## src/hdl/divsqrt_params.svh

```systemverilog
// Divide and square-root unit parameters

`ifndef DIVSQRT_PARAMS_SVH
`define DIVSQRT_PARAMS_SVH

// Operand and result width
`define DS_DATA_W 32

// Word address width of the register map
`define DS_ADR_W 3

// Register word offsets
`define DS_REG_OPA    3'd0
`define DS_REG_OPB    3'd1
`define DS_REG_CTRL   3'd2
`define DS_REG_STATUS 3'd3
`define DS_REG_RESULT 3'd4

`endif
```

## src/hdl/wb_pkg.sv

```systemverilog
// Wishbone classic bundle types

`include "divsqrt_params.svh"

package wb_pkg;

  // Master to slave
  typedef struct packed {
    logic                  cyc;
    logic                  stb;
    logic                  we;
    logic [`DS_ADR_W-1:0]  adr;  // Word address
    logic [`DS_DATA_W-1:0] dat;  // Write data
  } wb_req_t;

  // Slave to master
  typedef struct packed {
    logic                  ack;
    logic [`DS_DATA_W-1:0] dat;  // Read data, valid with ack
  } wb_rsp_t;

  // Register map
  typedef enum logic [`DS_ADR_W-1:0] {
    REG_OPA    = `DS_REG_OPA,
    REG_OPB    = `DS_REG_OPB,
    REG_CTRL   = `DS_REG_CTRL,
    REG_STATUS = `DS_REG_STATUS,  // Read only
    REG_RESULT = `DS_REG_RESULT   // Read only
  } wb_reg_e;

endpackage

```

## src/hdl/divsqrt_pkg.sv

```systemverilog
// Divide and square-root core types

`include "divsqrt_params.svh"

package divsqrt_pkg;

  // Operation select, CTRL bit 0
  typedef enum logic {
    OP_DIV  = 1'b0,
    OP_SQRT = 1'b1
  } ds_op_e;

  // Format select, CTRL bit 1
  typedef enum logic {
    FMT_W32 = 1'b0,
    FMT_W16 = 1'b1  // Low half used, upper result half boxed with ones
  } ds_fmt_e;

  // Request captured on start
  typedef struct packed {
    ds_op_e                op;
    ds_fmt_e               fmt;
    logic [`DS_DATA_W-1:0] a;  // Dividend or radicand
    logic [`DS_DATA_W-1:0] b;  // Divisor
  } ds_req_t;

  // Core status as seen in STATUS
  typedef struct packed {
    logic div_zero;  // Bit 2
    logic done;      // Bit 1
    logic busy;      // Bit 0
  } ds_status_t;

  // Control FSM states
  typedef enum logic [1:0] {IDLE, BUSY, HOLD} ds_state_e;

endpackage

```

## src/hdl/divsqrt_top.sv

```systemverilog
// Divide and square-root unit with Wishbone access

`timescale 1ns/10ps
`include "divsqrt_params.svh"

module divsqrt_top (
  input  logic            clk_i,
  input  logic            arst_n_i,
  input  wb_pkg::wb_req_t wb_req_i,
  output wb_pkg::wb_rsp_t wb_rsp_o
);

  import divsqrt_pkg::*;

  ds_req_t               req;
  ds_status_t            status;  // Assembled from FSM and datapath
  logic                  start;
  logic                  kill;
  logic                  load;
  logic                  step;
  logic                  last;
  logic [`DS_DATA_W-1:0] result;

  // Bus slave and registers
  divsqrt_wb_regs regs_i (
    .clk_i    (clk_i),
    .arst_n_i (arst_n_i),
    .wb_req_i (wb_req_i),
    .wb_rsp_o (wb_rsp_o),
    .req_o    (req),
    .start_o  (start),
    .kill_o   (kill),
    .status_i (status),
    .result_i (result)
  );

  divsqrt_fsm fsm_i (
    .clk_i    (clk_i),
    .arst_n_i (arst_n_i),
    .start_i  (start),
    .kill_i   (kill),
    .last_i   (last),
    .load_o   (load),
    .step_o   (step),
    .busy_o   (status.busy),
    .done_o   (status.done)
  );

  iter_counter cnt_i (
    .clk_i    (clk_i),
    .arst_n_i (arst_n_i),
    .load_i   (load),
    .step_i   (step),
    .req_i    (req),
    .last_o   (last)
  );

  divsqrt_datapath dp_i (
    .clk_i      (clk_i),
    .arst_n_i   (arst_n_i),
    .load_i     (load),
    .step_i     (step),
    .req_i      (req),
    .result_o   (result),
    .div_zero_o (status.div_zero)
  );

endmodule

```

## src/hdl/divsqrt_datapath.sv

```systemverilog
// Restoring divide and square-root datapath

`timescale 1ns/10ps
`include "divsqrt_params.svh"

module divsqrt_datapath (
  input  logic                  clk_i,
  input  logic                  arst_n_i,
  input  logic                  load_i,
  input  logic                  step_i,
  input  divsqrt_pkg::ds_req_t  req_i,
  output logic [`DS_DATA_W-1:0] result_o,
  output logic                  div_zero_o
);

  import divsqrt_pkg::*;

  localparam int W      = `DS_DATA_W;
  localparam int HALF_W = `DS_DATA_W / 2;

  ds_op_e       op_q;
  ds_fmt_e      fmt_q;
  logic         dz_q;    // Divide by zero seen at load
  logic [W-1:0] a_in;    // Operands cut to the format
  logic [W-1:0] b_in;
  logic [W-1:0] b_q;
  logic [W-1:0] src_q;   // Dividend or radicand, consumed MSB first
  logic [W-1:0] rem_q;   // Partial remainder
  logic [W-1:0] acc_q;   // Quotient or root bits
  logic [W:0]   part;    // Remainder with next bits shifted in
  logic [W:0]   trial;   // Value to subtract
  logic [W+1:0] diff;
  logic         ge;      // Subtract fits

  // ------------------------------
  // Operand selection
  // ------------------------------
  always_comb begin
    a_in = req_i.a;
    b_in = req_i.b;
    if (req_i.fmt == FMT_W16) begin
      a_in = {req_i.a[HALF_W-1:0], {HALF_W{1'b0}}};  // Left aligned
      b_in = {{HALF_W{1'b0}}, req_i.b[HALF_W-1:0]};
    end
  end

  // ------------------------------
  // One iteration
  // ------------------------------
  always_comb begin
    if (op_q == OP_DIV) begin
      part  = {rem_q, src_q[W-1]};  // One dividend bit
      trial = {1'b0, b_q};
    end else begin
      part  = {rem_q[W-2:0], src_q[W-1:W-2]};  // Two radicand bits
      trial = {acc_q[W-2:0], 2'b01};  // 4 * root + 1
    end
    diff = {1'b0, part} - {1'b0, trial};
    ge   = ~diff[W+1];
  end

  // Op, format, flag and result bits
  always_ff @(posedge clk_i or negedge arst_n_i) begin
    if (!arst_n_i) begin
      op_q  <= OP_DIV;
      fmt_q <= FMT_W32;
      dz_q  <= 1'b0;
      acc_q <= '0;
    end else if (load_i) begin
      op_q  <= req_i.op;
      fmt_q <= req_i.fmt;
      dz_q  <= (req_i.op == OP_DIV) && (b_in == '0);
      acc_q <= '0;
    end else if (step_i) begin
      acc_q <= {acc_q[W-2:0], ge};  // New bit at LSB
    end
  end

  // Working registers
  always_ff @(posedge clk_i) begin
    if (load_i) begin
      src_q <= a_in;
      b_q   <= b_in;
      rem_q <= '0;
    end else if (step_i) begin
      src_q <= (op_q == OP_DIV) ? (src_q << 1) : (src_q << 2);
      rem_q <= ge ? diff[W-1:0] : part[W-1:0];  // Restore on a failed subtract
    end
  end

  // ------------------------------
  // Result shaping
  // ------------------------------
  always_comb begin
    result_o = dz_q ? '1 : acc_q;  // All ones quotient on divide by zero
    if (fmt_q == FMT_W16) result_o[W-1:HALF_W] = '1;  // Boxed
  end

  assign div_zero_o = dz_q;

endmodule

```

## src/hdl/iter_counter.sv

```systemverilog
// Iteration down counter

`timescale 1ns/10ps
`include "divsqrt_params.svh"

module iter_counter (
  input  logic                 clk_i,
  input  logic                 arst_n_i,
  input  logic                 load_i,
  input  logic                 step_i,
  input  divsqrt_pkg::ds_req_t req_i,
  output logic                 last_o
);

  import divsqrt_pkg::*;

  localparam int CNT_W = $clog2(`DS_DATA_W) + 1;

  logic [CNT_W-1:0] cnt_q;
  logic [CNT_W-1:0] init_cnt;

  // One step per result bit
  always_comb begin
    init_cnt = CNT_W'(`DS_DATA_W);
    if (req_i.fmt == FMT_W16) init_cnt = init_cnt >> 1;  // Half width
    if (req_i.op == OP_SQRT) init_cnt = init_cnt >> 1;   // Root has half the bits
  end

  always_ff @(posedge clk_i or negedge arst_n_i) begin
    if (!arst_n_i) begin
      cnt_q <= '0;
    end else if (load_i) begin
      cnt_q <= init_cnt;
    end else if (step_i && (cnt_q != '0)) begin
      cnt_q <= cnt_q - 1'b1;
    end
  end

  assign last_o = (cnt_q == CNT_W'(1));

  // FSM must stop stepping once the count is spent
  a_no_step_at_zero: assert property (@(posedge clk_i) disable iff (!arst_n_i)
    step_i |-> (cnt_q != '0));

endmodule

```

## src/hdl/divsqrt_fsm.sv

```systemverilog
// Issue and iteration control

`timescale 1ns/10ps

module divsqrt_fsm (
  input  logic clk_i,
  input  logic arst_n_i,
  input  logic start_i,
  input  logic kill_i,
  input  logic last_i,   // Final iteration this cycle
  output logic load_o,
  output logic step_o,
  output logic busy_o,
  output logic done_o
);

  import divsqrt_pkg::*;

  ds_state_e state_q;
  ds_state_e state_d;

  // Next state
  always_comb begin
    state_d = state_q;
    unique case (state_q)
      IDLE, HOLD: begin
        if (start_i) state_d = BUSY;  // New op replaces held result
      end
      BUSY: begin
        if (kill_i) begin
          state_d = IDLE;  // Flush, done stays low
        end else if (last_i) begin
          state_d = HOLD;
        end
      end
      default: state_d = IDLE;
    endcase
  end

  always_ff @(posedge clk_i or negedge arst_n_i) begin
    if (!arst_n_i) begin
      state_q <= IDLE;
    end else begin
      state_q <= state_d;
    end
  end

  // Starts while busy are dropped here
  assign load_o = start_i & (state_q != BUSY);
  assign step_o = (state_q == BUSY) & ~kill_i;
  assign busy_o = (state_q == BUSY);
  assign done_o = (state_q == HOLD);

  // A fresh run never begins on its final step
  a_load_then_full_count: assert property (@(posedge clk_i) disable iff (!arst_n_i)
    load_o |=> !last_i);

endmodule

```

## src/hdl/divsqrt_wb_regs.sv

```systemverilog
// Wishbone register block

`timescale 1ns/10ps
`include "divsqrt_params.svh"

module divsqrt_wb_regs (
  input  logic                    clk_i,
  input  logic                    arst_n_i,
  input  wb_pkg::wb_req_t         wb_req_i,
  output wb_pkg::wb_rsp_t         wb_rsp_o,
  output divsqrt_pkg::ds_req_t    req_o,
  output logic                    start_o,
  output logic                    kill_o,
  input  divsqrt_pkg::ds_status_t status_i,
  input  logic [`DS_DATA_W-1:0]   result_i
);

  import wb_pkg::*;
  import divsqrt_pkg::*;

  logic                  access;    // Cycle in progress
  logic                  wr_en;     // Write commits in the ack cycle
  logic                  ctrl_wr;
  wb_reg_e               adr;
  logic                  ack_q;
  logic [`DS_DATA_W-1:0] rd_mux;
  logic [`DS_DATA_W-1:0] rd_dat_q;
  logic [`DS_DATA_W-1:0] opa_q;
  logic [`DS_DATA_W-1:0] opb_q;
  ds_op_e                op_q;
  ds_fmt_e               fmt_q;
  logic                  start_q;
  logic                  kill_q;

  // ------------------------------
  // Bus decode
  // ------------------------------
  assign access  = wb_req_i.cyc & wb_req_i.stb;
  assign adr     = wb_reg_e'(wb_req_i.adr);
  assign wr_en   = access & wb_req_i.we & ack_q;
  assign ctrl_wr = wr_en && (adr == REG_CTRL);

  // Read data, sampled when ack is raised
  always_comb begin
    case (adr)
      REG_OPA:    rd_mux = opa_q;
      REG_OPB:    rd_mux = opb_q;
      REG_CTRL:   rd_mux = {{(`DS_DATA_W-2){1'b0}}, fmt_q, op_q};  // Pulse bits read zero
      REG_STATUS: rd_mux = {{(`DS_DATA_W-3){1'b0}}, status_i};
      REG_RESULT: rd_mux = result_i;
      default:    rd_mux = '0;  // Unmapped
    endcase
  end

  // ------------------------------
  // Control registers
  // ------------------------------
  always_ff @(posedge clk_i or negedge arst_n_i) begin
    if (!arst_n_i) begin
      ack_q   <= 1'b0;
      start_q <= 1'b0;
      kill_q  <= 1'b0;
      op_q    <= OP_DIV;
      fmt_q   <= FMT_W32;
    end else begin
      ack_q   <= access & ~ack_q;  // Single cycle ack
      start_q <= ctrl_wr & wb_req_i.dat[2];  // Self-clearing
      kill_q  <= ctrl_wr & wb_req_i.dat[3];
      if (ctrl_wr) begin
        op_q  <= ds_op_e'(wb_req_i.dat[0]);
        fmt_q <= ds_fmt_e'(wb_req_i.dat[1]);
      end
    end
  end

  // Operands and read data
  always_ff @(posedge clk_i) begin
    if (access & ~ack_q) rd_dat_q <= rd_mux;
    if (wr_en && (adr == REG_OPA)) opa_q <= wb_req_i.dat;
    if (wr_en && (adr == REG_OPB)) opb_q <= wb_req_i.dat;
  end

  assign wb_rsp_o.ack = ack_q;
  assign wb_rsp_o.dat = rd_dat_q;

  // Request towards the core
  assign req_o.op  = op_q;
  assign req_o.fmt = fmt_q;
  assign req_o.a   = opa_q;
  assign req_o.b   = opb_q;
  assign start_o   = start_q;
  assign kill_o    = kill_q;

  // Ack only while the master holds the cycle open
  a_ack_needs_cycle: assert property (@(posedge clk_i) disable iff (!arst_n_i)
    wb_rsp_o.ack |-> (wb_req_i.cyc && wb_req_i.stb));

endmodule

```

## config.mk

```make
export PLATFORM = sky130hd
export DESIGN_NAME = divsqrt_top
export DESIGN_NICKNAME = d
export VERILOG_FILES = /design/src/hdl/wb_pkg.sv /design/src/hdl/divsqrt_pkg.sv /design/src/hdl/divsqrt_top.sv /design/src/hdl/divsqrt_datapath.sv /design/src/hdl/iter_counter.sv /design/src/hdl/divsqrt_fsm.sv /design/src/hdl/divsqrt_wb_regs.sv
export VERILOG_INCLUDE_DIRS = /design/src /design/src/hdl
export SDC_FILE = /design/constraint.sdc
export NUM_CORES = 1
export LEC_CHECK = 0
export ABC_AREA = 1
export ABC_CLOCK_PERIOD_IN_PS = 5900
export BUFFER_PORTS_ARGS = -buffer_cell sky130_fd_sc_hd__buf_2
export CORE_ASPECT_RATIO = 0.9
export CORE_MARGIN = 8
export CORE_UTILIZATION = 62
export CTS_BUF_LIST = sky130_fd_sc_hd__clkbuf_16
export CTS_CLUSTER_SIZE = 30
export DETAILED_ROUTE_END_ITERATION = 7
export GPL_ROUTABILITY_DRIVEN = 0
export GPL_TIMING_DRIVEN = 0
export MAX_ROUTING_LAYER = met4
export PLACE_DENSITY = 0.84
export SYNTH_ARGS = -nofsm -noshare
export SYNTH_HDL_FRONTEND = slang
export SYNTH_SLANG_ARGS = --single-unit
```

## constraint.sdc

```tcl
create_clock -name clk_i -period 5.9 [get_ports clk_i]
set_clock_uncertainty 0.2 [all_clocks]
set_input_delay 0.59 -clock clk_i [delete_from_list [all_inputs] [get_ports clk_i]]
set_output_delay 0.59 -clock clk_i [all_outputs]
set_load 0.005 [all_outputs]
```

Yosys cells after proc, flatten, opt, wreduce, memory -nomap -nowiden

Index checks and enable logic that the tools add are counted.

$add $sub $neg: 2
$mul: 0
Div/mod/pow operators: 0
Order comparisons: 0
Equal/unequal tests: 10
Shifts and indexed selects: 0
Mux-type cells: 21
Bitwise operators: 12
Reductions and logical operators: 13

Operators with widths:

| cell                                                   | count |
|---|---|
| 2-to-1 mux 32 bit                                      | 9 |
| one-hot mux 32 bit (5 select lines)                    | 1 |
| 2-to-1 mux 33 bit                                      | 2 |
| subtractor 33 x 33 -> 34 bit                           | 1 |
| logical NOT 32 bit                                     | 1 |
| 2-to-1 mux 6 bit                                       | 4 |
| 2-to-1 mux 16 bit                                      | 1 |
| bitwise AND 1 bit                                      | 8 |
| equality test 3 x 2 -> 1 bit (second input constant)   | 2 |
| equality test 6 x 1 -> 1 bit (second input constant)   | 1 |
| 2-to-1 mux 2 bit                                       | 3 |
| nonzero test 6 bit                                     | 1 |
| subtractor 6 x 1 -> 6 bit (second input constant)      | 1 |
| logical AND 1 bit                                      | 5 |
| NOT 1 bit                                              | 4 |
| one-hot mux 2 bit (2 select lines)                     | 1 |
| nonzero test 2 bit                                     | 2 |
| equality test 3 x 1 -> 1 bit (second input constant)   | 1 |
| equality test 3 bit (second input constant)            | 1 |
| logical NOT 3 bit                                      | 1 |
| inequality test 3 x 2 -> 1 bit (second input constant) | 1 |
| equality test 2 x 1 -> 1 bit (second input constant)   | 1 |
| equality test 2 bit (second input constant)            | 1 |
| logical NOT 2 bit                                      | 1 |
| 4 further kinds                                        | 4 |

Register bits after elaboration: 240
Bits in latches: 0
RAM bits: 0
Bits in read-only memories: 0
Input bits: 40
Output and inout bits: 33
Word-level logic and storage cells: 75
Memories: 0

Depth between registers and ports, before layout

Depth in word-level cells: 5
Mapped depth: 20
Mapped depth without buffers: 19

By module

Synthesis repeated with hierarchy kept, for this count alone.

Cells, all modules: 1623
Area, all modules: 13116.3 um^2

By module, submodules not included:

| module           | times used | cells each | area each (um^2) | sequential area each (um^2) |
|---|---|---|---|---|
| divsqrt_datapath | 1          | 1259       | 8728.4           | 3438.3 |
| divsqrt_wb_regs  | 1          | 287        | 3801.1           | 3007.9 |
| iter_counter     | 1          | 60         | 471.7            | 150.1 |
| divsqrt_fsm      | 1          | 17         | 115.1            | 50.0 |

Worst setup path before layout

No wires, ideal clock.

Path kind: input -> register
Start: in wb_req_i[34] (netlist bit)
End: reg regs_i.opb_q[0] (enable)
Library setup time: 421 ps
Data arrival time: 2761 ps
Data required time: 5279 ps
Path slack: 2518 ps
Stages on the path: 4
Buffers on the path: 1
Path through: nor3_2 > clkinv_1 > buf_2 > nor2_1

Word-level cells in the longest chain between the ends: 2

Ends and longest elaborated chain:

| what                         | RTL line              | text |
|---|---|---|
| from (decl)                  | divsqrt_top.sv:9      | `input wb_pkg::wb_req_t wb_req_i,` |
| equality test 3 x 1 -> 1 bit | divsqrt_wb_regs.sv:80 | `if (wr_en && (adr == REG_OPB)) opb_q <= wb_req_i.dat;` |
| logical AND 1 bit            | divsqrt_wb_regs.sv:80 |  |
| to (signal assigned)         | divsqrt_wb_regs.sv:80 |  |
| to (decl)                    | divsqrt_wb_regs.sv:29 | `` logic [`DS_DATA_W-1:0] opb_q; `` |

No other way between the ends.
A chain may end at the register's enable or synchronous reset.

Worst setup path after layout

Start: reg dp_i.op_q
End: reg dp_i.rem_q[14]

Word-level cells in the longest chain between the ends: 3
Elaborated cells on any way between the ends: 4
Classes of those cells: 1 x add/sub; 3 x mux

Ends and longest elaborated chain:

| what                         | RTL line               | text |
|---|---|---|
| from (decl)                  | divsqrt_datapath.sv:21 | `ds_op_e op_q;` |
| from (signal assigned)       | divsqrt_datapath.sv:70 | `op_q <= req_i.op;` |
| 2-to-1 mux 33 bit            | divsqrt_datapath.sv:51 | `if (op_q == OP_DIV) begin` |
| subtractor 33 x 33 -> 34 bit | divsqrt_datapath.sv:58 | `diff = {1'b0, part} - {1'b0, trial};` |
| 2-to-1 mux 32 bit (*)        | divsqrt_datapath.sv:87 | `rem_q <= ge ? diff[W-1:0] : part[W-1:0];` |
| to (signal assigned)         | divsqrt_datapath.sv:87 |  |
| to (decl)                    | divsqrt_datapath.sv:28 | `logic [W-1:0] rem_q;` |

Mark *: on every way between the ends. The rest lies on a longest branch, timed or not.

==> impl_results.md <==
* Sequential cell area fraction in the yosys report at 50.3%
* Tightest Pin Transition at 1190 ps
* WP data arrival at 4060 ps
* Post-CTS setup buffers at 0
* # rows at 50
* Die H at 154 um
* Clock power share at 21.3%
* HP Class: in -> reg
* Worst R2R End: dp_i.rem_q[14]
* Peak supply drop at 329 uV
* Gr busiest metal: met2
* H-tree depth at 1
* Post-route minimum period at 3840 ps
* # diodes at 0
* Primary FF master, synth: edfxtp_1
* Slew Viols, Final at 0
* Non-filler cells, final at 2020
* Slew HR at 20.5%
* Drt drc at 0
* Via/cell ratio at 5.83
* Total Routing Usage GR at 28.5%
* Final setup violating endpoints at 0
* Area grow syn2layout at 11.5%
* Setup CP Type: reg -> reg
* Inst Count DP at 1976
* Synthesized instance count at 1617
* Avg WL per Cell at 18.1 um
* CTS clock-pin slew for the worst setup and hold paths at 70 ps
* Met2 usage at 43.9%
* First-pass GRT wire length at 57700 um
* Worst Path Buf+Inv at 6
* CTS tree: built
* Register area at 6650 um2
* Antenna Nets Post-Route at 0
* Via count at 11.8k
* Clock Sinks at 240
* Most used cell, CP: nand2_1
* Sequential fraction of design power at 34.7%
* Initial drt markers at 1703
* Pre-CTS setup slack at 2190 ps
* Fill cell count at 1565
* Multi-input gate area at 5260 um2
* Worst setup margin at 2060 ps
* Final Hold Fails at 0
* R2R depth at 19
* Syn nets at 1696
* CP required at 6130 ps
* Yosys cell types at 45
* Commonest non-fill, non-tap cell in the layout: nand2_1
* Worst path cell trace: buf_2, clkbuf_1, clkbuf_1, nand2_1, o21ai_0, ha_1, nand2_1, inv_1, nand2_1, nand2_1, inv_1, nand3_2, nand2_2, nand2_2, nand2_4, buf_2, nand3_1, nand3_1, nand2_1
* FMAX at 261 MHz
* Clk buf depth at 3
* Critical path fanouts, max at 10
* Placement-stage cell area at 14000 um2
* Met3 Use GR at 4.73%
* Fin crit share at 65.0%
* Sw Pwr at 2790 uW
* Drt first pass iters at 6
* Post-cts sizing count at 0
* Gr ovfl total at 0
* Commonest cells after routing, fill and taps aside: 475 x nand2_1, 288 x inv_1, 160 x edfxtp_1, 118 x o21ai_0, 102 x nor2_1
* Sw Share at 41.3%
* I/O pin total at 73
* Slowest-stage cell, CP: clkbuf_1
* Power Density at 459 nW/um2
* Setup crit end kind: flop
* Die Footprint at 26200 um2
* Ys async rst share at 20.0%
* Antenna violations before repair at 0
* Stages on worst setup path at 19
* Final instance area at 14700 um2
* Pin count of the biggest net entering global routing at 49
* Synth Cell Area at 13200 um2
* Synth warn at 0
* Critical Path Start: dp_i.op_q
* Static leakage power at 0.00686 uW
* Initial core utilization at 63.4%
* RR Startpoint: dp_i.op_q
* DIE WIDTH at 170 um
* Number of port buffers at 72
* Core area at 20800 um2
* Setup TNS Final at 0 ps
* R2R Setup Slk at 2060 ps
* Cts hold-fix bufs at 0
* Top delay family on crit path: buffers and inverters
* Clock root buffer: clkbuf_16
* CP Launch Type: flop
* #FFs+latches synth at 240
* Vias in the first global route at 11.1k
* Number of enable flip-flop cells after synthesis at 160
* Max-cap violations at 0
* Worst-Skew Late Latency at 540 ps
* Post-Route WL at 36600 um
* Ratio of cells with drive above 1 in the final layout at 9.92%
* Util after Layout at 70.7%
* TritonCTS buffer count at 24
* Combinational share of power at 44.0%
* Unrepaired setup endpoints after global routing: false
* # nets final at 1795
* Internal at 3970 uW
* Worst setup path endpoint: dp_i.rem_q[14]
* Synthesized area per cell at 8.17 um2
* Dpl hpwl at 27600 um
* Largest stage delay, worst path at 450 ps
* Status: finished, final reports clean
* Met1 usage in global routing at 37.1%
## layer usage
layer  vias to the layer above  share of wire, %
li1                       5495                 -
met1                      5395                40
met2                       757                46
met3                       123                10
met4                         0               4.5
met5                         -                 0
## state kept, by name, indices dropped and copies added, names as in the netlist, 6 cells and up
signal and flops:
dp_i.acc_q 32, dp_i.b_q 32, dp_i.rem_q 32, dp_i.src_q 32, regs_i.opa_q 32, regs_i.opb_q 32, regs_i.rd_dat_q 32, cnt_i.cnt_q 6
## synthesized netlist by cell type, types with 3 or more instances
master    number  area, um2
dfxtp_1       32        641
clkbuf_1      36        135
nand2_1      475       1780
and2_1         3       18.8
nor3_1         6       30.0
buf_1         10       37.5
nor4_1         7       43.8
nand3_2        5       50.1
nand3_1       87        435
o22ai_1       31        194
or2_2         26        163
ha_1          38        475
inv_1        281       1050
edfxtp_1     160       4800
nand3b_1       3       22.5
o221ai_1      32        280
o211ai_1      15        113
nor2_2         4       25.0
buf_2         10       50.1
xnor2_1       14        123
nand4_1       10       62.6
nand2_2        4       25.0
o32ai_1       14        123
o21ai_0      118        591
a21oi_1       18       90.1
dfrtp_1       48       1200
nor2_1       105        394
## worst min path at each step
stage | slack (ps) | startpoint | cells after the start | endpoint
floorplan | 90 | arst_n_i | 0 | cnt_i.cnt_q[0]
global placement | 240 | dp_i.rem_q[26] | 2 | dp_i.rem_q[26]
detailed placement | 250 | dp_i.rem_q[28] | 2 | dp_i.rem_q[28]
CTS | 20 | wb_req_i[12] | 1 | regs_i.opb_q[12]
global route | 30 | wb_req_i[12] | 1 | regs_i.opb_q[12]
finish | 40 | wb_req_i[10] | 1 | regs_i.opb_q[10]
## power by group through the flow
stage | logic [uW] | registers, uW | clock network (uW)
6_report | 2970 | 2350 | 1440
5_1_grt | 3330 | 2380 | 1500
4_1_cts | 2920 | 2340 | 1440
3_3_place_gp | 2800 | 2350 | 0
2_1_floorplan | 2210 | 2310 | 0
3_5_place_dp | 2890 | 2360 | 0
## final cells by class
cell class | count | share of cell area (%)
inverters | 282 | 7.19
clock buffers | 24 | 4.08
repair buffers | 73 | 2.63
multi-input cells | 1035 | 35.7
well taps | 286 | 2.43
flip-flops and latches | 240 | 45.1
clock inverters | 20 | 0.977
plain buffers | 60 | 1.83
## cell families after synthesis
family / share of synthesized area (%)
simple gates: 23.7
buf+inv: 10.0
flops: 50.3
compound gates: 11.2
fa+ha+maj: 3.75
xor+xnor: 1.06
## per-stage QoR
stage | hold WS, ps | power (uW)
after CTS | 24.7 | 6700
final | 36.4 | 6760
after global routing | 26.1 | 7220
after global placement | 239 | 5160
after floorplan | 94.4 | 4520
after detailed placement | 246 | 5250
Note: power is estimated with default switching activity, not from simulation.
